--- src/common/fp_macros.svh ---
`ifndef FP_MACROS_SVH
`define FP_MACROS_SVH

// register file geometry
`define FP_REG_COUNT  8
`define FP_REG_ADDR_W 3

// single precision exponent
`define FP_EXP_BIAS   127

// normal range of the biased exponent
`define FP_EXP_MIN    1
`define FP_EXP_MAX    254

`endif

--- src/common/fp_pkg.sv ---
`default_nettype none

package fp_pkg;

    // 5 to 7 are not decoded and behave as nop
    typedef enum logic [2:0] {
        OP_NOP = 3'd0,
        OP_ADD = 3'd1,
        OP_SUB = 3'd2,
        OP_MUL = 3'd3,
        OP_SLT = 3'd4
    } fp_op_t;

    // intermediate result ahead of range check and packing
    typedef struct packed {
        // sign of the result
        logic              sign;
        // result is exactly zero, sign is ignored
        logic              zero;
        // biased, wide enough to see both ends of the range
        logic signed [9:0] exp;
        // significand with the hidden one at bit 23
        logic [23:0]       mant;
    } fp_unpacked_t;

endpackage

`default_nettype wire

--- src/fp_alu/fp_addsub.sv ---
`default_nettype none

module fp_addsub (
    input  wire [31:0]           operand_a,
    input  wire [31:0]           operand_b,
    input  wire                  subtract,
    output fp_pkg::fp_unpacked_t sum
);

    logic               sign_a;
    logic               sign_b;
    logic [7:0]         exp_a;
    logic [7:0]         exp_b;
    logic [7:0]         exp_big;
    logic [23:0]        mant_a;
    logic [23:0]        mant_b;
    logic [23:0]        align_a;
    logic [23:0]        align_b;
    logic signed [25:0] val_a;
    logic signed [25:0] val_b;
    logic signed [25:0] total;
    logic [24:0]        mag;
    logic [23:0]        norm_mant;
    logic signed [9:0]  norm_exp;

    assign sign_a = operand_a[31];
    // subtraction is addition with the second sign flipped
    assign sign_b = operand_b[31] ^ subtract;
    assign exp_a  = operand_a[30:23];
    assign exp_b  = operand_b[30:23];
    assign mant_a = {1'b1, operand_a[22:0]};
    assign mant_b = {1'b1, operand_b[22:0]};

    // align the smaller operand, bits shifted out are lost
    always_comb begin
        if (exp_a >= exp_b) begin
            exp_big = exp_a;
            align_a = mant_a;
            align_b = mant_b >> (exp_a - exp_b);
        end else begin
            exp_big = exp_b;
            align_a = mant_a >> (exp_b - exp_a);
            align_b = mant_b;
        end
    end

    assign val_a = sign_a ? -$signed({2'b00, align_a}) : $signed({2'b00, align_a});
    assign val_b = sign_b ? -$signed({2'b00, align_b}) : $signed({2'b00, align_b});
    assign total = val_a + val_b;
    assign mag   = total[25] ? 25'(-total) : total[24:0];

    // leading-one search, at most 23 steps left
    always_comb begin
        norm_mant = mag[23:0];
        norm_exp  = $signed({2'b00, exp_big});
        for (int i = 0; i < 23; i++) begin
            if (!norm_mant[23]) begin
                norm_mant = norm_mant << 1;
                norm_exp  = norm_exp - 10'sd1;
            end
        end
    end

    always_comb begin
        sum = '0;
        if (exp_b == 8'd0) begin
            sum.sign = operand_a[31];
            sum.zero = (exp_a == 8'd0);
            sum.exp  = $signed({2'b00, exp_a});
            sum.mant = mant_a;
        end else if (exp_a == 8'd0) begin
            // second operand goes through as stored, even for sub
            sum.sign = operand_b[31];
            sum.exp  = $signed({2'b00, exp_b});
            sum.mant = mant_b;
        end else if (mag == 25'd0) begin
            // exact cancellation
            sum.zero = 1'b1;
        end else if (mag[24]) begin
            sum.sign = total[25];
            sum.exp  = $signed({2'b00, exp_big}) + 10'sd1;
            sum.mant = mag[24:1];
        end else begin
            sum.sign = total[25];
            sum.exp  = norm_exp;
            sum.mant = norm_mant;
        end
    end

endmodule

`default_nettype wire

--- src/fp_alu/fp_mul.sv ---
`default_nettype none

`include "fp_macros.svh"

module fp_mul (
    input  wire [31:0]           operand_a,
    input  wire [31:0]           operand_b,
    output fp_pkg::fp_unpacked_t product
);

    logic [7:0]        exp_a;
    logic [7:0]        exp_b;
    logic [23:0]       mant_a;
    logic [23:0]       mant_b;
    logic [47:0]       full;
    logic signed [9:0] exp_sum;

    assign exp_a  = operand_a[30:23];
    assign exp_b  = operand_b[30:23];
    assign mant_a = {1'b1, operand_a[22:0]};
    assign mant_b = {1'b1, operand_b[22:0]};

    assign full = mant_a * mant_b;

    // bias counted twice in the sum
    assign exp_sum = 10'(int'(exp_a) + int'(exp_b) - `FP_EXP_BIAS);

    always_comb begin
        product = '0;
        if (exp_a == 8'd0 || exp_b == 8'd0) begin
            product.zero = 1'b1;
        end else begin
            product.sign = operand_a[31] ^ operand_b[31];
            // product of two values in [1,2) is below 4, one step is enough
            if (full[47]) begin
                product.exp  = exp_sum + 10'sd1;
                product.mant = full[47:24];
            end else begin
                product.exp  = exp_sum;
                product.mant = full[46:23];
            end
        end
    end

endmodule

`default_nettype wire

--- src/fp_alu/fp_alu.sv ---
`default_nettype none

`include "fp_macros.svh"

module fp_alu (
    input  wire [31:0]          operand_a,
    input  wire [31:0]          operand_b,
    input  wire fp_pkg::fp_op_t op,
    output logic [31:0]         alu_result,
    output logic                alu_overflow,
    output logic                alu_underflow
);

    import fp_pkg::*;

    fp_unpacked_t sum;
    fp_unpacked_t product;
    fp_unpacked_t unp;
    logic         slt_bit;
    logic [23:0]  mant_a;
    logic [23:0]  mant_b;

    fp_addsub i_addsub (
        .operand_a (operand_a),
        .operand_b (operand_b),
        .subtract  (op == OP_SUB),
        .sum       (sum)
    );

    fp_mul i_mul (
        .operand_a (operand_a),
        .operand_b (operand_b),
        .product   (product)
    );

    assign mant_a = {1'b1, operand_a[22:0]};
    assign mant_b = {1'b1, operand_b[22:0]};

    // sign first, then exponent, then significand; negatives compare reversed
    always_comb begin
        if (operand_a[31] != operand_b[31]) begin
            slt_bit = operand_a[31];
        end else if (!operand_a[31]) begin
            if (operand_a[30:23] != operand_b[30:23]) begin
                slt_bit = operand_a[30:23] < operand_b[30:23];
            end else begin
                slt_bit = mant_a < mant_b;
            end
        end else begin
            if (operand_a[30:23] != operand_b[30:23]) begin
                slt_bit = operand_a[30:23] > operand_b[30:23];
            end else begin
                slt_bit = mant_a > mant_b;
            end
        end
    end

    assign unp = (op == OP_MUL) ? product : sum;

    always_comb begin
        alu_result    = operand_a;
        alu_overflow  = 1'b0;
        alu_underflow = 1'b0;
        case (op)
            OP_ADD, OP_SUB, OP_MUL: begin
                if (unp.zero) begin
                    alu_result = '0;
                end else if (int'(unp.exp) > `FP_EXP_MAX) begin
                    alu_result   = {unp.sign, 8'hff, 23'd0};
                    alu_overflow = 1'b1;
                end else if (int'(unp.exp) < `FP_EXP_MIN) begin
                    // flush to +0
                    alu_result    = '0;
                    alu_underflow = 1'b1;
                end else begin
                    alu_result = {unp.sign, unp.exp[7:0], unp.mant[22:0]};
                end
            end
            OP_SLT: begin
                alu_result = {31'd0, slt_bit};
            end
            default: begin
                alu_result = operand_a;
            end
        endcase
    end

endmodule

`default_nettype wire

--- src/logic/fp_regfile.sv ---
`default_nettype none

`include "fp_macros.svh"

module fp_regfile (
    input  wire                      clk,
    input  wire                      rst_n,
    input  wire                      wr_en,
    input  wire [`FP_REG_ADDR_W-1:0] wr_addr,
    input  wire [31:0]               wr_data,
    input  wire [`FP_REG_ADDR_W-1:0] rd_addr_a,
    input  wire [`FP_REG_ADDR_W-1:0] rd_addr_b,
    input  wire [`FP_REG_ADDR_W-1:0] peek_addr,
    output logic [31:0]              rd_data_a,
    output logic [31:0]              rd_data_b,
    output logic [31:0]              peek_data
);

    logic [31:0] regs [`FP_REG_COUNT];

    always_ff @(posedge clk or negedge rst_n) begin
        if (!rst_n) begin
            for (int i = 0; i < `FP_REG_COUNT; i++) begin
                regs[i] <= '0;
            end
        end else if (wr_en) begin
            regs[wr_addr] <= wr_data;
        end
    end

    // all reads are combinational
    assign rd_data_a = regs[rd_addr_a];
    assign rd_data_b = regs[rd_addr_b];
    assign peek_data = regs[peek_addr];

endmodule

`default_nettype wire

--- src/logic/fp_flags.sv ---
`default_nettype none

module fp_flags (
    input  wire  clk,
    input  wire  rst_n,
    input  wire  set_overflow,
    input  wire  set_underflow,
    input  wire  flags_clear,
    output logic overflow,
    output logic underflow
);

    // a set in the same cycle as a clear wins
    always_ff @(posedge clk or negedge rst_n) begin
        if (!rst_n) begin
            overflow  <= 1'b0;
            underflow <= 1'b0;
        end else begin
            if (set_overflow) begin
                overflow <= 1'b1;
            end else if (flags_clear) begin
                overflow <= 1'b0;
            end
            if (set_underflow) begin
                underflow <= 1'b1;
            end else if (flags_clear) begin
                underflow <= 1'b0;
            end
        end
    end

endmodule

`default_nettype wire

--- src/logic/fp_unit.sv ---
`default_nettype none

`include "fp_macros.svh"

module fp_unit (
    input  wire                      clk,
    input  wire                      rst_n,
    input  wire                      load_en,
    input  wire [`FP_REG_ADDR_W-1:0] load_addr,
    input  wire [31:0]               load_data,
    input  wire                      cmd_valid,
    input  wire fp_pkg::fp_op_t      cmd_op,
    input  wire [`FP_REG_ADDR_W-1:0] cmd_rd,
    input  wire [`FP_REG_ADDR_W-1:0] cmd_rs1,
    input  wire [`FP_REG_ADDR_W-1:0] cmd_rs2,
    input  wire                      flags_clear,
    input  wire [`FP_REG_ADDR_W-1:0] peek_addr,
    output logic                     done,
    output logic [31:0]              result,
    output logic [31:0]              peek_data,
    output logic                     overflow,
    output logic                     underflow
);

    logic                      wr_en;
    logic [`FP_REG_ADDR_W-1:0] wr_addr;
    logic [31:0]               wr_data;
    logic [31:0]               operand_a;
    logic [31:0]               operand_b;
    logic [31:0]               alu_result;
    logic                      alu_overflow;
    logic                      alu_underflow;

    // one write port, a command takes it over a load
    assign wr_en   = cmd_valid | load_en;
    assign wr_addr = cmd_valid ? cmd_rd : load_addr;
    assign wr_data = cmd_valid ? alu_result : load_data;

    fp_regfile i_regfile (
        .clk       (clk),
        .rst_n     (rst_n),
        .wr_en     (wr_en),
        .wr_addr   (wr_addr),
        .wr_data   (wr_data),
        .rd_addr_a (cmd_rs1),
        .rd_addr_b (cmd_rs2),
        .peek_addr (peek_addr),
        .rd_data_a (operand_a),
        .rd_data_b (operand_b),
        .peek_data (peek_data)
    );

    fp_alu i_alu (
        .operand_a     (operand_a),
        .operand_b     (operand_b),
        .op            (cmd_op),
        .alu_result    (alu_result),
        .alu_overflow  (alu_overflow),
        .alu_underflow (alu_underflow)
    );

    fp_flags i_flags (
        .clk           (clk),
        .rst_n         (rst_n),
        .set_overflow  (cmd_valid & alu_overflow),
        .set_underflow (cmd_valid & alu_underflow),
        .flags_clear   (flags_clear),
        .overflow      (overflow),
        .underflow     (underflow)
    );

    // result holds until the next command, done is a single pulse
    always_ff @(posedge clk or negedge rst_n) begin
        if (!rst_n) begin
            done   <= 1'b0;
            result <= '0;
        end else begin
            done <= cmd_valid;
            if (cmd_valid) begin
                result <= alu_result;
            end
        end
    end

endmodule

`default_nettype wire

--- config.mk ---
export PLATFORM = sky130hd
export DESIGN_NAME = fp_unit
export DESIGN_NICKNAME = d
export VERILOG_FILES = /design/src/common/fp_pkg.sv /design/src/fp_alu/fp_addsub.sv /design/src/fp_alu/fp_mul.sv /design/src/fp_alu/fp_alu.sv /design/src/logic/fp_regfile.sv /design/src/logic/fp_flags.sv /design/src/logic/fp_unit.sv
export VERILOG_INCLUDE_DIRS = /design/src /design/src/common
export SDC_FILE = /design/constraint.sdc
export NUM_CORES = 2
export LEC_CHECK = 0
export BUFFER_PORTS_ARGS = -buffer_cell sky130_fd_sc_hd__buf_2
export CAP_MARGIN = 20
export CORE_MARGIN = 2
export CORE_UTILIZATION = 35
export CTS_CLUSTER_SIZE = 20
export DETAILED_ROUTE_END_ITERATION = 8
export GPL_ROUTABILITY_DRIVEN = 0
export SYNTH_ARGS = -nofsm -noshare
export SYNTH_HDL_FRONTEND = slang
export SYNTH_HIERARCHICAL = 1
export SYNTH_SLANG_ARGS = --single-unit
export TNS_END_PERCENT = 5
--- constraint.sdc ---
create_clock -name clk -period 54.3 [get_ports clk]
set_input_delay 2.715 -clock clk [delete_from_list [all_inputs] [get_ports clk]]
set_output_delay 2.715 -clock clk [all_outputs]
set_load 0.01 [all_outputs]
# Yosys cells after proc, flatten, opt, wreduce, memory -nomap -nowiden

Cells that the tools add are included.

Register bits: 291
Input port bits: 55
Output and inout port bits: 67

Add/sub/neg operators: 33
Multiply operators: 1
Magnitude comparators: 12
Eq/ne operators: 6
Shift operators: 2
Multiplexer cells: 97
Bitwise operators: 9
Reductions and logical operators: 8

Operators with widths:

| operator                                                              | number |
|---|---|
| 24-bit two-way mux                                                    | 25 |
| 32-bit two-way mux                                                    | 11 |
| 32-bit binary-select mux with 3-bit select                            | 3 |
| 256-bit bitwise mux                                                   | 1 |
| 10-bit two-way mux                                                    | 23 |
| 10-bit by 2-bit subtractor with 10-bit output (second input constant) | 22 |
| 34-bit two-way mux                                                    | 5 |
| 32-bit demux with 3-bit select                                        | 1 |
| 36-bit two-way mux                                                    | 2 |
| 32-bit case mux with 2 select lines                                   | 1 |
| 26-bit two-way mux                                                    | 2 |
| 24-bit negator with 26-bit output                                     | 2 |
| 24-bit by 24-bit multiplier with 48-bit output                        | 1 |
| 24-bit by 8-bit right shift with 24-bit output                        | 2 |
| 26-bit adder                                                          | 1 |
| 25-bit zero test                                                      | 1 |
| 25-bit two-way mux                                                    | 1 |
| 25-bit negator                                                        | 1 |
| 24-bit greater-than comparator                                        | 1 |
| 24-bit < comparator                                                   | 1 |
| 1-bit two-way mux                                                     | 20 |
| 4-bit >= comparator (second input constant)                           | 4 |
| 8-bit zero test                                                       | 2 |
| 3-bit NOT with 4-bit output                                           | 4 |
| other kinds (26)                                                      | 31 |

# Depth between registers and ports, before layout

Depth in word-level cells: 69
Gate-level depth with buffers: 119
Gate-level depth less buffers: 108

# Modules after synthesis

Netlist, hierarchy kept.

By module, submodules not included:

| module     | instances | cells an instance | area an instance (um^2) | sequential area each (um^2) |
|---|---|---|---|---|
| fp_mul     | 1         | 2276              | 19561.3                 | 0.0 |
| fp_addsub  | 1         | 2708              | 17914.7                 | 0.0 |
| fp_regfile | 1         | 893               | 15800.2                 | 6406.1 |
| fp_unit    | 1         | 111               | 1996.9                  | 825.8 |
| fp_alu     | 1         | 244               | 1729.2                  | 0.0 |
| fp_flags   | 1         | 5                 | 68.8                    | 50.0 |

# Worst setup path after synthesis

No wires, ideal clock.

Path type: input -> register
Start point: input port cmd_rs1[0]
End point: register i_regfile/regs[109] (netlist name)
Setup time: 128 ps
Arrival time: 24918 ps
Data required time: 54172 ps
Slack: 29254 ps
Stages on the path: 117
Path buffers: 15
Path through: buf_6 buf_6 mux4_1 mux2_2 inv_1 ha_1 inv_1 fa_1 a21oi_1 a2bb2oi_1 a31oi_1 buf_2 buf_2 buf_1 clkbuf_1 clkbuf_1 clkbuf_1 buf_1 (+81 left out) nor3_1 nor2b_1 and2_1 o2111a_1 nand4_1 a221oi_1 nor3_1 or4_1 mux2i_1 mux2i_1 and2_1 nor2b_2 buf_6 nand2_8 buf_12 o21ai_2 mux2_4 mux2_1

RTL lines:

| element                         | line             | text |
|---|---|---|
| from (decl)                     | fp_unit.sv:14    | `` input wire [`FP_REG_ADDR_W-1:0] cmd_rs1, `` |
| to (signal, indexed assignment) | fp_regfile.sv:27 | `regs[wr_addr] <= wr_data;` |
| to (decl)                       | fp_regfile.sv:19 | `` logic [31:0] regs [`FP_REG_COUNT]; `` |

==> run_results.csv <==
group,metric,value,unit
min_path,hold_path.class,"flip-flop to flip-flop",
timing,timing.final.ws_setup,25.00,ns
final_layout,fin_nets,6958,
floorplan,fp.coreArea,0.162,sq mm
floorplan,die-area,0.166,sq mm
timing,tightest_slew,1.10,ns
floorplan,die_y,408,um
final_layout,drive_gt1_share,15.6,%
timing,fmax,34.1,MHz
floorplan,rows,148,
setup_path,worst_setup_path_start_kind,"primary input",
final_layout,area_growth,5.87,%
clocking,htree_levels,1,
synthesis,syn_area,0.0571,sq mm
floorplan,initial_utilization,35.1,%
setup_path,cp-end-kind,"flip-flop",
clocking,postCtsHoldBufs,0,
final_layout,mostFrequentLayoutCells,"inv_1 (701), nand2_1 (624), fa_1 (485)",
synthesis,syn_area_per_cell,9.15,sq um
timing,hold_viol_final,0,
final_layout,fillers,16500,
synthesis,yosysWarnings,6,
route,ant_nets,0,
setup_path,ff2ff_setup_slack,27.24,ns
global_route,grt_pass1_vias,50000,
clocking,path_clk_slew,0.06,ns
setup_path,cp.arrival,29.74,ns
clocking,clk_path_buf_depth,3,
placed_design,post-dp-hpwl,145000,um
clocking,cts_inserted_buffers,28,
clocking,cts_tree,"yes",
timing,setup_viol,0,
route,vias,50000,
route,avgRoutedWirePerCell,24.0,um
timing,finalCritPeriodShare,54.0,%
global_route,gr-total-overflow,0,
synthesis,synthesis.nets,7054,
placed_design,place_ws,24.90,ns
setup_path,cpPeakStageDelay,1.01,ns
placed_design,io_buffers,121,
timing,rsz0062_at_grt,"false",
setup_path,worstPathRequired,54.74,ns
route,first_pass_iters,7,
global_route,grt_start_max_net_pins,96,
global_route,grt_pass1_wl,307000,um
final_layout,postLayoutCoreUtil,37.2,%
route,drc,0,
setup_path,critPathKind,"primary input to flip-flop",
synthesis,syn_inst,6234,
outcome,status,"finished, final reports clean",
clocking,clockRootBuffer,"clkbuf_16",
run,drv_cap,0,
timing,fin_worst_skew,0.0403,ns
global_route,grt_usage,23.4,%
clocking,clkSinkCount,291,
global_route,antenna_found_initial,6,
setup_path,cp_max_fo,60,
clocking,clkLatencyLatePin,0.60,ns
setup_path,worst_path_max_delay_cell,"nand2_1",
floorplan,die_width,408,um
floorplan,ioPinCount,122,
timing,period_minus_slack,29.30,ns
final_layout,final_common_cell,"inv_1",
timing,slew_headroom,25.9,%
setup_path,cp_common_cell,"ha_1",
route,routed_wirelength,200000,um
timing,slew_violations,0,
clocking,postCtsSetupBuffers,0,
timing,tns,0,ns
route,avgViaCountPerCell,6.00,
route,initialDrtViolationCount,4572,
clocking,post_cts_resized,0,
[stage by stage]
step	std cells	area, sq um	hold slack (ns)
global route	8334	60400	0.511
detailed placement	8283	59500	0.472
floorplan	6234	57100	0.479
global placement	8283	59500	0.461
finish	8336	60400	0.488
CTS	8334	60400	0.488
[layout make-up]
cell class	instances	area (sq um)	area share (%)
Tap cell	2175	2720	4.51
Multi-Input combinational cell	4875	45300	75.0
Antenna cell	2	5.00	0.00829
Clock inverter	13	160	0.265
Timing Repair Buffer	236	1490	2.46
Clock buffer	38	788	1.30
Sequential cell	291	7280	12.1
Inverter	706	2650	4.39
[worst paths after layout]
| path | startpoint | to | depth (start not counted) |
|---|---|---|---|
| setup / recovery | cmd_rs1[2] | i_regfile/regs[32] | 104 |
| hold reg to reg | i_flags/underflow | i_flags/underflow | 1 |
| setup reg to reg | i_regfile/regs[183] | i_regfile/regs[32] | 102 |
| max in group asynchronous | rst_n | i_regfile/regs[238] | 3 |
| min in group asynchronous | rst_n | result[27] | 1 |
| hold / removal | i_flags/underflow | i_flags/underflow | 1 |
[sequential cells by signal, summed over array words and instances, names as in the netlist]
| register | flops |
|---|---|
| done | 1 |
| result | 32 |
| i_flags/underflow | 1 |
| i_flags/overflow | 1 |
| i_regfile/regs | 256 |
[critical path, delay by kind of cell]
kind | cells | cell delay, ns
simple gates | 36 | 7.76
fa+ha+maj | 20 | 5.93
compound gates | 22 | 5.79
mux | 12 | 3.91
buf+inv | 9 | 2.57
xor+xnor | 5 | 0.88
[routing by layer]
| metal | GRT usage [%] | vias up | wire (um) |
|---|---|---|---|
| li1 | - | 21900 | - |
| met2 | 37.9 | 2526 | 91300 |
| met3 | 3.62 | 527 | 17200 |
| met1 | 31.1 | 25100 | 81600 |
| met5 | 0 | - | 52 |
| met4 | 9.96 | 8 | 9880 |
Power is left out: the tool's default activity adds up to more than one toggle a clock period on the data nets, which glitch-free logic cannot reach.
